$ cat config.mk
export PLATFORM = sky130hd
export DESIGN_NAME = txtlcd_top
export DESIGN_NICKNAME = d
export VERILOG_FILES = /design/src/bus_pkg.sv /design/src/lcd_pkg.sv /design/src/apb_text_regs.sv /design/src/ram_arbiter.sv /design/src/serial_shifter.sv /design/src/text_ram.sv /design/src/txtlcd_refresh.sv /design/src/txtlcd_top.sv
export SDC_FILE = /design/constraint.sdc
export NUM_CORES = 1
export LEC_CHECK = 0
export ABC_AREA = 1
export BUFFER_PORTS_ARGS = -buffer_cell sky130_fd_sc_hd__clkbuf_2
export CORE_UTILIZATION = 25
export CTS_BUF_LIST = sky130_fd_sc_hd__clkbuf_4 sky130_fd_sc_hd__clkbuf_8
export CTS_CLUSTER_DIAMETER = 60
export DETAILED_ROUTE_END_ITERATION = 7
export GPL_TIMING_DRIVEN = 0
export HOLD_SLACK_MARGIN = 0.12
export PLACE_DENSITY = 0.46
export SKIP_CTS_REPAIR_TIMING = 1
export SLEW_MARGIN = 0
export SYNTH_ARGS = -nofsm -noshare
export SYNTH_HDL_FRONTEND = slang
export SYNTH_SLANG_ARGS = --single-unit
$ cat constraint.sdc
create_clock -name clk27 -period 4.3 [get_ports clk27]
set_input_delay 0.645 -clock clk27 [delete_from_list [all_inputs] [get_ports clk27]]
set_output_delay 0.645 -clock clk27 [all_outputs]
set_load 0.02 [all_outputs]
$ cat src/bus_pkg.sv
/*
 * bus definitions
 * apb slave port and text ram port request/response structs
 */
`default_nettype none

package bus_pkg;

	// apb request, paddr is a word address
	typedef struct packed {
		logic        psel;
		logic        penable;
		logic        pwrite;
		logic [5:0]  paddr;
		logic [31:0] pwdata;
	} apb_req_t;

	typedef struct packed {
		logic        pready;
		logic        pslverr;
		logic [31:0] prdata;
	} apb_rsp_t;

	// text ram request, held until gnt
	typedef struct packed {
		logic       req;
		logic       we;
		logic [6:0] addr;
		logic [7:0] wdata;
	} ram_req_t;

	// rvalid comes one cycle after gnt of a read
	typedef struct packed {
		logic       gnt;
		logic       rvalid;
		logic [7:0] rdata;
	} ram_rsp_t;

endpackage

`default_nettype wire

$ cat src/lcd_pkg.sv
/*
 * text lcd protocol definitions
 * serial frame layout, init command table and row addresses
 */
`default_nettype none

package lcd_pkg;

	// panel geometry
	localparam int LCD_COLS = 20;
	localparam int LCD_ROWS = 4;

	// start byte, sent low bit first: sync ones, r/w, rs, zero
	typedef struct packed {
		logic       zero;
		logic       rs;
		logic       rw;
		logic [4:0] sync;
	} start_byte_t;

	// nibble byte, payload in the low four bits
	typedef struct packed {
		logic [3:0] pad;
		logic [3:0] nib;
	} nibble_byte_t;

	// byte 0 lives in the low bits and goes out first
	typedef struct packed {
		nibble_byte_t hi;
		nibble_byte_t lo;
		start_byte_t  start;
	} frame_fields_t;

	typedef union packed {
		logic [2:0][7:0] raw;
		frame_fields_t   fld;
	} lcd_frame_u;

	// function set (four lines), display on, clear, entry mode increment
	localparam logic [7:0] init_cmds [4] = '{8'h38, 8'h0c, 8'h01, 8'h06};

	// ddram base address of each row
	localparam logic [7:0] row_base [4] = '{8'h00, 8'h20, 8'h40, 8'h60};

endpackage

`default_nettype wire

$ cat src/apb_text_regs.sv
/*
 * apb register block
 * control, status and a character window onto the text ram
 */
`timescale 1ns/1ps
`default_nettype none

module apb_text_regs #(
	parameter int LCD_SIZE = 80
) (
	input  logic              clk27,
	input  logic              arst_n,
	input  bus_pkg::apb_req_t apb_req,
	input  bus_pkg::ram_rsp_t ram_rsp,
	input  logic              busy,
	input  logic              init_done,
	output bus_pkg::apb_rsp_t apb_rsp,
	output bus_pkg::ram_req_t ram_req,
	output logic              update_req
);

	// low byte, high byte, waiting for high read data
	typedef enum logic [1:0] {S_LO, S_HI, S_RD} win_st_e;

	win_st_e    st;
	logic       access;
	logic       is_ctrl;
	logic       is_stat;
	logic       is_win;
	logic [5:0] word_off;
	logic [6:0] win_idx;
	logic       done;
	logic [7:0] lo_q;

	// ------------------------------------------------------------
	// address decode
	// ------------------------------------------------------------
	assign access   = apb_req.psel & apb_req.penable;
	assign word_off = apb_req.paddr - 6'h10;
	assign win_idx  = {word_off, 1'b0};
	assign is_ctrl  = (apb_req.paddr == 6'h00);
	assign is_stat  = (apb_req.paddr == 6'h01);
	// both bytes of the word must fit in the screen
	assign is_win   = (apb_req.paddr >= 6'h10) &&
		(({1'b0, win_idx} + 8'd1) < 8'(LCD_SIZE));

	// write ends on the high byte grant, read on its data
	assign done = access && is_win &&
		((st == S_HI && ram_rsp.gnt && apb_req.pwrite) ||
		 (st == S_RD && ram_rsp.rvalid));

	// ------------------------------------------------------------
	// window byte sequencer
	// ------------------------------------------------------------
	always_ff @(posedge clk27 or negedge arst_n) begin
		if (!arst_n) begin
			st <= S_LO;
		end else if (access && is_win) begin
			case (st)
				S_LO: if (ram_rsp.gnt)
					st <= S_HI;
				S_HI: if (ram_rsp.gnt)
					st <= apb_req.pwrite ? S_LO : S_RD;
				S_RD: if (ram_rsp.rvalid)
					st <= S_LO;
				default: st <= S_LO;
			endcase
		end
	end

	// low byte data shows up while the high byte is requested
	always_ff @(posedge clk27) begin
		if (st == S_HI && ram_rsp.rvalid)
			lo_q <= ram_rsp.rdata;
	end

	always_comb begin
		ram_req.req   = access && is_win && (st != S_RD);
		ram_req.we    = apb_req.pwrite;
		ram_req.addr  = (st == S_LO) ? win_idx : win_idx + 7'd1;
		ram_req.wdata = (st == S_LO) ? apb_req.pwdata[7:0] : apb_req.pwdata[15:8];
	end

	// ------------------------------------------------------------
	// response
	// ------------------------------------------------------------
	always_comb begin
		apb_rsp.pready  = access && (!is_win || done);
		apb_rsp.pslverr = access && !(is_ctrl || is_stat || is_win);
		apb_rsp.prdata  = '0;
		if (is_stat)
			apb_rsp.prdata[1:0] = {init_done, busy};
		else if (is_win && st == S_RD)
			apb_rsp.prdata[15:0] = {ram_rsp.rdata, lo_q};
	end

	// ctrl bit 0 is a one-cycle strobe
	assign update_req = access && apb_req.pwrite && is_ctrl && apb_req.pwdata[0];

endmodule

`default_nettype wire

$ cat src/ram_arbiter.sv
/*
 * text ram arbiter
 * round-robin between the apb block and the refresh engine
 */
`timescale 1ns/1ps
`default_nettype none

module ram_arbiter (
	input  logic              clk27,
	input  logic              arst_n,
	input  bus_pkg::ram_req_t host_req,
	input  bus_pkg::ram_req_t lcd_req,
	input  logic [7:0]        rdata,
	output bus_pkg::ram_rsp_t host_rsp,
	output bus_pkg::ram_rsp_t lcd_rsp,
	output bus_pkg::ram_req_t ram_req
);

	logic last_lcd;
	logic pick_lcd;
	logic pick_host;
	logic host_rv;
	logic lcd_rv;

	// lcd wins when alone or when the host was served last
	assign pick_lcd  = lcd_req.req && (!host_req.req || !last_lcd);
	assign pick_host = host_req.req && !pick_lcd;

	always_comb begin
		ram_req     = pick_lcd ? lcd_req : host_req;
		ram_req.req = pick_lcd | pick_host;
	end

	// remember the winner so read data goes back to it
	always_ff @(posedge clk27 or negedge arst_n) begin
		if (!arst_n) begin
			last_lcd <= 1'b0;
			host_rv  <= 1'b0;
			lcd_rv   <= 1'b0;
		end else begin
			if (pick_lcd)
				last_lcd <= 1'b1;
			else if (pick_host)
				last_lcd <= 1'b0;
			host_rv <= pick_host && !host_req.we;
			lcd_rv  <= pick_lcd && !lcd_req.we;
		end
	end

	always_comb begin
		host_rsp.gnt    = pick_host;
		host_rsp.rvalid = host_rv;
		host_rsp.rdata  = rdata;
		lcd_rsp.gnt     = pick_lcd;
		lcd_rsp.rvalid  = lcd_rv;
		lcd_rsp.rdata   = rdata;
	end

endmodule

`default_nettype wire

$ cat src/serial_shifter.sv
/*
 * lcd serial shifter
 * derives the serial clock and sends 24-bit frames, low bit first
 */
`timescale 1ns/1ps
`default_nettype none

module serial_shifter #(
	parameter int MAIN_CLK_HZ   = 27_000_000,
	parameter int SERIAL_CLK_HZ = 1_000_000
) (
	input  logic                clk27,
	input  logic                arst_n,
	input  lcd_pkg::lcd_frame_u frame,
	input  logic                frame_valid,
	output logic                frame_ready,
	output logic                lcd_scl,
	output logic                lcd_sda
);

	localparam int DIV  = MAIN_CLK_HZ / SERIAL_CLK_HZ;
	localparam int HALF = (DIV / 2 > 0) ? DIV / 2 : 1;
	localparam int CW   = $clog2(DIV + 1);

	typedef enum logic [1:0] {S_IDLE, S_LOW, S_HIGH, S_GAP} state_e;

	state_e        state;
	logic [CW-1:0] cnt;
	logic [4:0]    bit_cnt;
	logic [23:0]   shreg;
	logic          scl_q;
	logic          sda_q;
	logic          half_done;
	logic          load;
	logic          shift;

	assign half_done = (cnt == CW'(HALF - 1));
	assign load      = (state == S_IDLE) && frame_valid;
	// next bit goes out on the falling edge after the high half
	assign shift     = (state == S_HIGH) && half_done && (bit_cnt != 5'd23);

	// ------------------------------------------------------------
	// clock phases and bit count
	// ------------------------------------------------------------
	always_ff @(posedge clk27 or negedge arst_n) begin
		if (!arst_n) begin
			state   <= S_IDLE;
			cnt     <= '0;
			bit_cnt <= '0;
			scl_q   <= 1'b1;
			sda_q   <= 1'b1;
		end else begin
			case (state)
				S_IDLE: if (load) begin
					// falling edge puts bit 0 on the line
					scl_q   <= 1'b0;
					sda_q   <= frame.raw[0][0];
					cnt     <= '0;
					bit_cnt <= '0;
					state   <= S_LOW;
				end
				S_LOW: if (half_done) begin
					scl_q <= 1'b1;
					cnt   <= '0;
					state <= S_HIGH;
				end else begin
					cnt <= cnt + 1'b1;
				end
				S_HIGH: if (half_done) begin
					cnt <= '0;
					if (bit_cnt == 5'd23) begin
						// scl stays high through the gap
						state <= S_GAP;
					end else begin
						scl_q   <= 1'b0;
						sda_q   <= shreg[1];
						bit_cnt <= bit_cnt + 1'b1;
						state   <= S_LOW;
					end
				end else begin
					cnt <= cnt + 1'b1;
				end
				// one idle serial clock between frames
				S_GAP: if (cnt == CW'(DIV - 1)) begin
					cnt   <= '0;
					state <= S_IDLE;
				end else begin
					cnt <= cnt + 1'b1;
				end
				default: state <= S_IDLE;
			endcase
		end
	end

	// frame bits, byte 0 first
	always_ff @(posedge clk27) begin
		if (load)
			shreg <= frame.raw;
		else if (shift)
			shreg <= {1'b0, shreg[23:1]};
	end

	assign frame_ready = (state == S_IDLE);
	assign lcd_scl     = scl_q;
	assign lcd_sda     = sda_q;

endmodule

`default_nettype wire

$ cat src/text_ram.sv
/*
 * text ram
 * one byte per screen cell, synchronous write and read
 */
`timescale 1ns/1ps
`default_nettype none

module text_ram #(
	parameter int LCD_SIZE = 80
) (
	input  logic              clk27,
	input  bus_pkg::ram_req_t req,
	output logic [7:0]        rdata
);

	// character cells in row-major order
	logic [7:0] mem [LCD_SIZE];

	always_ff @(posedge clk27) begin
		if (req.req) begin
			if (req.we)
				mem[req.addr] <= req.wdata;
			// read-before-write on the same address
			rdata <= mem[req.addr];
		end
	end

endmodule

`default_nettype wire

$ cat src/txtlcd_refresh.sv
/*
 * lcd refresh engine
 * reset pulse, init commands, then full-screen updates from text ram
 */
`timescale 1ns/1ps
`default_nettype none

module txtlcd_refresh #(
	parameter int LCD_SIZE   = 80,
	parameter int RST_CYCLES = 27_000
) (
	input  logic                clk27,
	input  logic                arst_n,
	input  logic                update_req,
	input  bus_pkg::ram_rsp_t   ram_rsp,
	input  logic                frame_ready,
	output bus_pkg::ram_req_t   ram_req,
	output lcd_pkg::lcd_frame_u frame,
	output logic                frame_valid,
	output logic                lcd_rst,
	output logic                busy,
	output logic                init_done
);

	localparam int RW = $clog2(RST_CYCLES + 1);

	typedef enum logic [2:0] {S_RST, S_WAIT, S_INIT, S_IDLE, S_ADDR, S_DATA} state_e;

	state_e        state;
	logic [RW-1:0] rst_cnt;
	logic          cnt_done;
	logic [1:0]    cmd_idx;
	logic [1:0]    row;
	logic [4:0]    col;
	logic [6:0]    fetch_idx;
	logic          buf_full;
	logic          rd_pend;
	logic          upd_pend;
	logic          init_done_q;
	logic [7:0]    buf_q;
	logic          accept;
	logic          fetch;

	// start byte with sync ones, write only
	function automatic lcd_pkg::lcd_frame_u make_frame(input logic rs, input logic [7:0] b);
		lcd_pkg::lcd_frame_u fr;
		fr.fld.start.sync = 5'b11111;
		fr.fld.start.rw   = 1'b0;
		fr.fld.start.rs   = rs;
		fr.fld.start.zero = 1'b0;
		fr.fld.lo.pad     = 4'h0;
		fr.fld.lo.nib     = b[3:0];
		fr.fld.hi.pad     = 4'h0;
		fr.fld.hi.nib     = b[7:4];
		return fr;
	endfunction

	assign cnt_done = (rst_cnt == RW'(RST_CYCLES - 1));
	assign accept   = frame_valid & frame_ready;
	// one-byte prefetch runs ahead of the shifter during a refresh
	assign fetch    = (state == S_ADDR || state == S_DATA) && !buf_full && !rd_pend &&
		({1'b0, fetch_idx} < 8'(LCD_SIZE));

	// ------------------------------------------------------------
	// sequencer
	// ------------------------------------------------------------
	always_ff @(posedge clk27 or negedge arst_n) begin
		if (!arst_n) begin
			state       <= S_RST;
			rst_cnt     <= '0;
			cmd_idx     <= '0;
			row         <= '0;
			col         <= '0;
			fetch_idx   <= '0;
			buf_full    <= 1'b0;
			rd_pend     <= 1'b0;
			upd_pend    <= 1'b0;
			init_done_q <= 1'b0;
		end else begin
			// character prefetch
			if (fetch && ram_rsp.gnt) begin
				rd_pend   <= 1'b1;
				fetch_idx <= fetch_idx + 1'b1;
			end
			if (ram_rsp.rvalid) begin
				rd_pend  <= 1'b0;
				buf_full <= 1'b1;
			end
			if (accept && state == S_DATA)
				buf_full <= 1'b0;

			case (state)
				// lcd reset pulse, then boot wait of the same length
				S_RST, S_WAIT: if (cnt_done) begin
					rst_cnt <= '0;
					state   <= (state == S_RST) ? S_WAIT : S_INIT;
				end else begin
					rst_cnt <= rst_cnt + 1'b1;
				end
				S_INIT: if (accept) begin
					cmd_idx <= cmd_idx + 1'b1;
					if (cmd_idx == 2'd3) begin
						init_done_q <= 1'b1;
						state       <= S_IDLE;
					end
				end
				S_IDLE: if (upd_pend) begin
					upd_pend  <= 1'b0;
					row       <= '0;
					col       <= '0;
					fetch_idx <= '0;
					state     <= S_ADDR;
				end
				S_ADDR: if (accept)
					state <= S_DATA;
				S_DATA: if (accept) begin
					if (col == 5'(lcd_pkg::LCD_COLS - 1)) begin
						col <= '0;
						if (row == 2'(lcd_pkg::LCD_ROWS - 1)) begin
							state <= S_IDLE;
						end else begin
							row   <= row + 1'b1;
							state <= S_ADDR;
						end
					end else begin
						col <= col + 1'b1;
					end
				end
				default: state <= S_RST;
			endcase

			// request while busy is kept for one more pass
			if (update_req)
				upd_pend <= 1'b1;
		end
	end

	always_ff @(posedge clk27) begin
		if (ram_rsp.rvalid)
			buf_q <= ram_rsp.rdata;
	end

	// ------------------------------------------------------------
	// frame and ram request
	// ------------------------------------------------------------
	always_comb begin
		case (state)
			S_INIT:  frame = make_frame(1'b0, lcd_pkg::init_cmds[cmd_idx]);
			S_ADDR:  frame = make_frame(1'b0, 8'h80 | lcd_pkg::row_base[row]);
			default: frame = make_frame(1'b1, buf_q);
		endcase
	end

	assign frame_valid = (state == S_INIT) || (state == S_ADDR) ||
		(state == S_DATA && buf_full);

	always_comb begin
		ram_req.req   = fetch;
		ram_req.we    = 1'b0;
		ram_req.addr  = fetch_idx;
		ram_req.wdata = 8'h00;
	end

	assign lcd_rst   = (state != S_RST);
	assign busy      = (state == S_ADDR) || (state == S_DATA);
	assign init_done = init_done_q;

endmodule

`default_nettype wire

$ cat src/txtlcd_top.sv
/*
 * text lcd controller top
 * apb host port in, 3-wire serial lcd pins out
 */
`timescale 1ns/1ps
`default_nettype none

module txtlcd_top #(
	parameter int MAIN_CLK_HZ   = 27_000_000,
	parameter int SERIAL_CLK_HZ = 1_000_000,
	parameter int LCD_SIZE      = 80,
	parameter int RST_CYCLES    = 27_000
) (
	input  logic              clk27,
	input  logic              arst_n,
	input  bus_pkg::apb_req_t apb_req,
	output bus_pkg::apb_rsp_t apb_rsp,
	output logic              lcd_scl,
	output logic              lcd_sda,
	output logic              lcd_rst
);

	bus_pkg::ram_req_t   host_ram_req;
	bus_pkg::ram_rsp_t   host_ram_rsp;
	bus_pkg::ram_req_t   lcd_ram_req;
	bus_pkg::ram_rsp_t   lcd_ram_rsp;
	bus_pkg::ram_req_t   ram_req;
	logic [7:0]          ram_rdata;
	lcd_pkg::lcd_frame_u frame;
	logic                frame_valid;
	logic                frame_ready;
	logic                update_req;
	logic                busy;
	logic                init_done;

	// ------------------------------------------------------------
	// host side
	// ------------------------------------------------------------
	apb_text_regs #(.LCD_SIZE(LCD_SIZE)) regs_mod (
		.clk27(clk27), .arst_n(arst_n),
		.apb_req(apb_req), .ram_rsp(host_ram_rsp),
		.busy(busy), .init_done(init_done),
		.apb_rsp(apb_rsp), .ram_req(host_ram_req),
		.update_req(update_req)
	);

	// shared text memory
	ram_arbiter arb_mod (
		.clk27(clk27), .arst_n(arst_n),
		.host_req(host_ram_req), .lcd_req(lcd_ram_req), .rdata(ram_rdata),
		.host_rsp(host_ram_rsp), .lcd_rsp(lcd_ram_rsp), .ram_req(ram_req)
	);

	text_ram #(.LCD_SIZE(LCD_SIZE)) ram_mod (
		.clk27(clk27), .req(ram_req), .rdata(ram_rdata)
	);

	// ------------------------------------------------------------
	// display side
	// ------------------------------------------------------------
	txtlcd_refresh #(.LCD_SIZE(LCD_SIZE), .RST_CYCLES(RST_CYCLES)) refresh_mod (
		.clk27(clk27), .arst_n(arst_n),
		.update_req(update_req), .ram_rsp(lcd_ram_rsp), .frame_ready(frame_ready),
		.ram_req(lcd_ram_req), .frame(frame), .frame_valid(frame_valid),
		.lcd_rst(lcd_rst), .busy(busy), .init_done(init_done)
	);

	serial_shifter #(.MAIN_CLK_HZ(MAIN_CLK_HZ), .SERIAL_CLK_HZ(SERIAL_CLK_HZ)) serial_mod (
		.clk27(clk27), .arst_n(arst_n),
		.frame(frame), .frame_valid(frame_valid), .frame_ready(frame_ready),
		.lcd_scl(lcd_scl), .lcd_sda(lcd_sda)
	);

endmodule

`default_nettype wire

* Word level (Yosys, flattened, before mapping)
Memories as Yosys holds them, arrays and structs flattened. A register that Yosys moved wholly into a read port is not among the register bits.
Cells that the tools add are included.
** Word-level totals
- Register bits :: 97
- Bits in writable memories :: 640
- Input bits :: 43
- Output and inout port bits :: 37
- Word-level logic and storage cells :: 221
- Memories kept :: 1
** Memory list
- ram_mod.mem :: depth 80, width 8, read ports 1, clocked after memory_dff 1, write ports 1, line text_ram.sv:17 : logic [7:0] mem [LCD_SIZE];
** Operators by class
- Add/sub/neg operators :: 10
- $lt $le $gt $ge :: 5
- Equal/unequal tests :: 36
- Muxes and demuxes :: 76
- Bitwise operators :: 5
- Reduce and logical (&&, ||, !) cells :: 66
** Operators with widths (number)
- two-way mux 24 bit :: 2
- two-way mux 7 bit :: 6
- two-way mux 5 bit :: 8
- one-hot mux 20 bit (2 select lines) :: 1
- binary-select mux 8 bit (select 2 bit) :: 2
- two-way mux 16 bit :: 2
- two-way mux 2 bit :: 15
- logical AND 1 bit :: 26
- inequality test 2 x 1 -> 1 bit, second input constant :: 13
- two-way mux 3 bit :: 8
- two-way mux 8 bit :: 3
- one-hot mux 5 bit (2 select lines) :: 2
- two-way mux 1 bit :: 18
- adder 15 x 1 -> 15 bit, second input constant :: 1
- adder 5 x 1 -> 5 bit, second input constant :: 3
- == test 15 bit, second input constant :: 1
- == test 5 bit, second input constant :: 3
- two-way mux 15 bit :: 1
- one-hot mux 3 bit (5 select lines) :: 1
- one-hot mux 5 bit (3 select lines) :: 1
- adder 7 x 1 -> 7 bit, second input constant :: 2
- two-way mux 14 bit :: 1
- nonzero test 2 bit :: 7
- AND reduction 4 bit :: 3
- other kinds (35) :: 68

* Depth between registers and ports, before layout
- Depth after elaboration :: 17
- Depth in mapped cells :: 21
- Gate-level depth less buffers :: 19

* Cells and area by module
Synthesis repeated with hierarchy kept, for this count alone.
** Second synthesis, totals
- Cell total of the unflattened synthesis :: 3278
- Area, all modules :: 33400.8 µm²
** By module, submodules not included
- text_ram :: instances 1, cells an instance 2540, area an instance 27291.2 µm², seq. area each 19458.7 µm²
- txtlcd_refresh :: instances 1, cells an instance 335, area an instance 2722.6 µm², seq. area each 1191.1 µm²
- serial_shifter :: instances 1, cells an instance 179, area an instance 1925.6 µm², seq. area each 1043.5 µm²
- apb_text_regs :: instances 1, cells an instance 139, area an instance 940.9 µm², seq. area each 290.3 µm²
- ram_arbiter :: instances 1, cells an instance 85, area an instance 520.5 µm², seq. area each 75.1 µm²

* Worst setup path after synthesis
Ideal clock, no wire load.
- Path type :: input -> register
- From :: input port apb_req[36] (netlist bit)
- To :: memory ram_mod.mem[0][0], data pin
- Setup time :: 634 ps
- Arrival time :: 3835 ps
- Required time :: 3666 ps
- Setup slack :: -169 ps
- Stages on the path :: 9
- Buffers on the path :: 1
- Cell sequence :: inv_1 > ha_1 > inv_1 > nand2_1 > nand4_1 > nor2_1 > nor2_1 > buf_2 > a21oi_1
** RTL lines
- start: declaration :: line txtlcd_top.sv:16 : input bus_pkg::apb_req_t apb_req,
- end: declaration :: line text_ram.sv:17

* Final worst setup path
- From :: register refresh_mod.state[0]
- To :: memory ram_mod.mem[51][5], enable pin
** Between the ends
- Word-level cells in the longest chain between the ends :: 11
- Elaborated cells on any way between the ends :: 14
- Those cells by class :: 2 x eq/ne; 4 x mux; 1 x bitwise; 7 x reduce/logical
** Ends and longest elaborated chain
- start: declaration :: line txtlcd_refresh.sv:29 : state_e state;
- start signal: assignment :: line txtlcd_refresh.sv:96 : state <= (state == S_RST) ? S_WAIT : S_INIT;
- == test 3 bit :: line txtlcd_refresh.sv:61 : assign fetch = (state == S_ADDR || state == S_DATA) && !buf_full && !rd_pend &&
- logical OR 1 bit (*) :: line txtlcd_refresh.sv:61
- logical AND 1 bit (*) (3 in series) :: line txtlcd_refresh.sv:61
- logical AND 1 bit (*) :: line ram_arbiter.sv:26 : assign pick_lcd = lcd_req.req && (!host_req.req || !last_lcd);
- zero test 1 bit :: line ram_arbiter.sv:27 : assign pick_host = host_req.req && !pick_lcd;
- logical AND 1 bit :: line ram_arbiter.sv:27
- bitwise OR 1 bit :: line ram_arbiter.sv:31 : ram_req.req = pick_lcd | pick_host;
- two-way mux 1 bit :: line text_ram.sv:20 : if (req.req) begin
- two-way mux 1 bit (implied by the code) :: line text_ram.sv:22 : mem[req.addr] <= req.wdata;
Every way passes the cells marked *; elsewhere a longest branch is shown, timed or not.

==> qor.csv <==
stage,metric,value,unit
status,result of the run,"complete, no violations",
floorplanning,Placement Rows,132,
min_path,worst hold path class,in -> reg,
finish,fraction of layout cells with a size suffix above 1,14.2,%
place,placer congestion estimate,0.888,
clock_network,clock transition at the registers of the reported paths,0.06,ns
global_route,initial antenna violation count,1,
yosys,simple-gate portion of the synthesized area,22.0,%
yosys,count of flip-flops with a built-in enable after synthesis,683,
sta,number of pins exceeding their max-slew limit in the final report,0,
route,topmost layer with routed signal wires,met4,
yosys,Yosys warning count,0,
pwr,switch share,36.2,%
global_route,largest net degree at the start of global routing,58,
place,Final HPWL DP,66.2,mm
clock_network,clock buffer count from CTS,131,
floorplanning,die outline area,132000,um^2
clock_network,clock root buffer master,clkbuf_8,
sta,total of endpoints with negative setup slack in the final report,0,
yosys,number of standard cells after synthesis,3260,
critical_path,critical path class,reg -> reg,
floorplanning,initial cell density of the core,25.2,%
pwr,total design power,0.0225,W
critical_path,critical path data arrival time,4.58,ns
critical_path,"Req. time, crit path",4.71,ns
place,input/output buffers,47,
clock_network,insertion delay to the later sink of the worst-skew pair,0.78,ns
yosys,Async SR Flop Fraction,7.70,%
yosys,multiplexer share of the synthesized area,0.0306,%
yosys,register bit total from synthesis,740,
global_route,global-route usage over all layers,14.5,%
global_route,number of global-route vias before repair,22400,
route,post-detailed-route DRC marker count,0,
sta,final worst path period need,4.17,ns
finish,"commonest cells after routing, fill and taps aside","nand2_1 (1203), edfxtp_1 (683), inv_1 (347)",
route,number of detailed-routing iterations run before antenna repair,5,
critical_path,maximum fanout count along the critical path,10,
floorplanning,x dimension of the die,363,um
sta,slew at the pin closest to its max-slew limit,1.10,ns
pwr,Internal Power,0.0143,W
sta,Fin. Hold Viols,0,
pwr,Cell Pwr Density,579,nW/um^2
floorplanning,I/O pin total,80,
pwr,maximum VDD drop,269,uV
sta,RSZ-0062 raised after global routing,true,
route,detailed-route wire length on metal 1,45.0,mm
pwr,Logic pwr share,31.4,%
finish,Area Growth Syn to Fin,18.9,%
clock_network,Sink Count,740,
yosys,average size of a mapped cell,10.0,um^2
yosys,combinational family with the most area after synthesis,simple AND/OR/NAND/NOR gates,
floorplanning,core area,130000,um^2
yosys,xor and xnor area share after synthesis,0.349,%
route,total detailed-routing wirelength,95.2,mm
critical_path,nature of the critical path startpoint,register,
route,DR iter-0 viols,1700,
route,Met3 Routed Length,5.31,mm
yosys,cell area after synthesis,32700,um^2
pwr,Net Switching,0.00814,W
yosys,share of the synthesized area in compound gates (AO/OA/AOI/OAI),3.29,%
sta,Worst Skew,0.0308,ns
yosys,sequential element share of the synthesized area,67.2,%
place,post-place instance area,35900,um^2
yosys,adder-cell area share of the yosys netlist,0.728,%
route,DR WL/cell,17.8,um
floorplanning,Die H,363,um
clock_network,# H-tree levels,4,
finish,net total in the final layout,3549,
route,via count,22700,
global_route,total congestion overflow,0,
sta,f_max,240,MHz
route,met2 WL,42.7,mm
clock_network,Max Root-Sink Buffers,3,
sta,worst-case headroom to the max-slew limit,26.3,%
run,max_cap viols,0,
finish,"most common cell after layout, fill and taps aside",nand2_1,
route,"antenna viol nets, final",0,
yosys,most common flop cell mapped by yosys,edfxtp_1,
finish,area of all placed cells without fillers,38800,um^2
global_route,wire length of the first global-routing pass,142,mm
sta,Tcrit/Tclk final,97.1,%
pwr,clock power share,29.0,%
finish,final core occ,30.0,%
pwr,register share of total power,39.6,%
yosys,unique cell type count in the Yosys netlist,48,
clock_network,CTS tree,yes,
critical_path,Setup crit end kind,register,
pwr,Leak Pwr,15.8,nW
route,via/cell ratio,4.26,
-- cell families after synthesis --
| group | count (synthesis) |
|---|---|
| xor gates and xnor gates | 13 |
| other | 1 |
| AOI/OAI and AO/OA | 198 |
| buffers and inverters | 511 |
| adders and majority gates | 19 |
| and+or+nand+nor | 1777 |
| muxes | 1 |
| DFF | 740 |
-- through the flow --
stage	TNS [ns]	setup slack (ns)	cells	hold slack, ns
2_1_floorplan	-108.35	-0.169	3275	0.349
3_3_place_gp	-3999.75	-5.98	5064	0.442
3_5_place_dp	-546.15	-1.14	5093	0.479
4_1_cts	-181.14	-0.585	5330	-0.165
5_1_grt	-1.05	-0.0633	5334	0.139
6_report	0	0.126	5334	0.180
-- registers in the layout (all words and copies together), names as in the netlist, 2 cells and up --
name,flops
ram_mod.mem,640
serial_mod.shreg,19
refresh_mod.rst_cnt,15
ram_mod.rdata,8
refresh_mod.buf_q,8
regs_mod.lo_q,8
refresh_mod.fetch_idx,7
refresh_mod.col,5
serial_mod.bit_cnt,5
serial_mod.cnt,5
refresh_mod.state,3
refresh_mod.cmd_idx,2
refresh_mod.row,2
regs_mod.st,2
serial_mod.state,2
-- final timing paths --
| path | from | endpoint | slack, ns | cells past startpoint |
|---|---|---|---|---|
| setup / recovery | refresh_mod.state[0] | ram_mod.mem[51][5] | 0.13 | 14 |
| hold / removal | apb_req[0] | refresh_mod.upd_pend | 0.18 | 3 |
| setup reg to reg | refresh_mod.state[0] | ram_mod.mem[51][5] | 0.13 | 14 |
| hold reg to reg | ram_mod.rdata[3] | regs_mod.lo_q[3] | 0.48 | 0 |
| max in group asynchronous | arst_n | serial_mod.lcd_scl | 3.54 | 3 |
| min in group asynchronous | arst_n | regs_mod.st[0] | 0.43 | 3 |
-- synthesized netlist by cell type, types with 17 or more instances --
cell type | n | area [um^2]
o21ai_1 | 17 | 85.1
nor2_1 | 224 | 841
nand2_1 | 1205 | 4520
nand3_1 | 295 | 1480
edfxtp_1 | 683 | 20500
nor3_1 | 21 | 105
a21oi_1 | 86 | 430
o21ai_0 | 62 | 310
ha_1 | 19 | 238
dfrtp_1 | 55 | 1380
clkbuf_1 | 32 | 120
buf_2 | 80 | 400
buf_4 | 22 | 165
inv_1 | 347 | 1300
buf_1 | 19 | 71.3
-- critical path, cell delays in order (launching register included) --
cell	delay, ns
dfrtp_1	0.44
nor2_1	0.19
nand2_1	0.12
nand2_1	0.10
inv_2	0.08
nor2_8	0.17
o21ai_4	0.13
nand2_1	0.10
nand2_2	0.17
nor2_2	0.52
buf_2	0.46
inv_2	0.07
nor2_1	0.12
nand2_1	0.47
nor2_2	0.65
-- area by class of cell --
type | count | area (um^2)
inverter | 356 | 1340
clock inverter | 48 | 292
clock buffer | 189 | 2280
multi-input combinational | 2024 | 9100
timing repair buffer | 79 | 945
tap | 1742 | 2180
antenna | 1 | 2.50
buffer | 155 | 779
sequential | 740 | 21900
fill | 13600 | 90800
-- metal layers --
metal	GRT usage [%]	up-vias
li1	-	11100
met1	20.0	10900
met2	22.6	569
met3	2.79	149
met4	4.75	0
met5	0	-
-- power by group through the flow --
stage | clock, W | combinational (W) | sequential, W
2_1_floorplan | 0 | 0.00357 | 0.00919
3_3_place_gp | 0 | 0.00594 | 0.00918
3_5_place_dp | 0 | 0.00708 | 0.00905
4_1_cts | 0.00670 | 0.00711 | 0.00890
5_1_grt | 0.00701 | 0.00777 | 0.00890
6_report | 0.00652 | 0.00706 | 0.00890
Note: power is estimated with default switching activity, not from simulation.
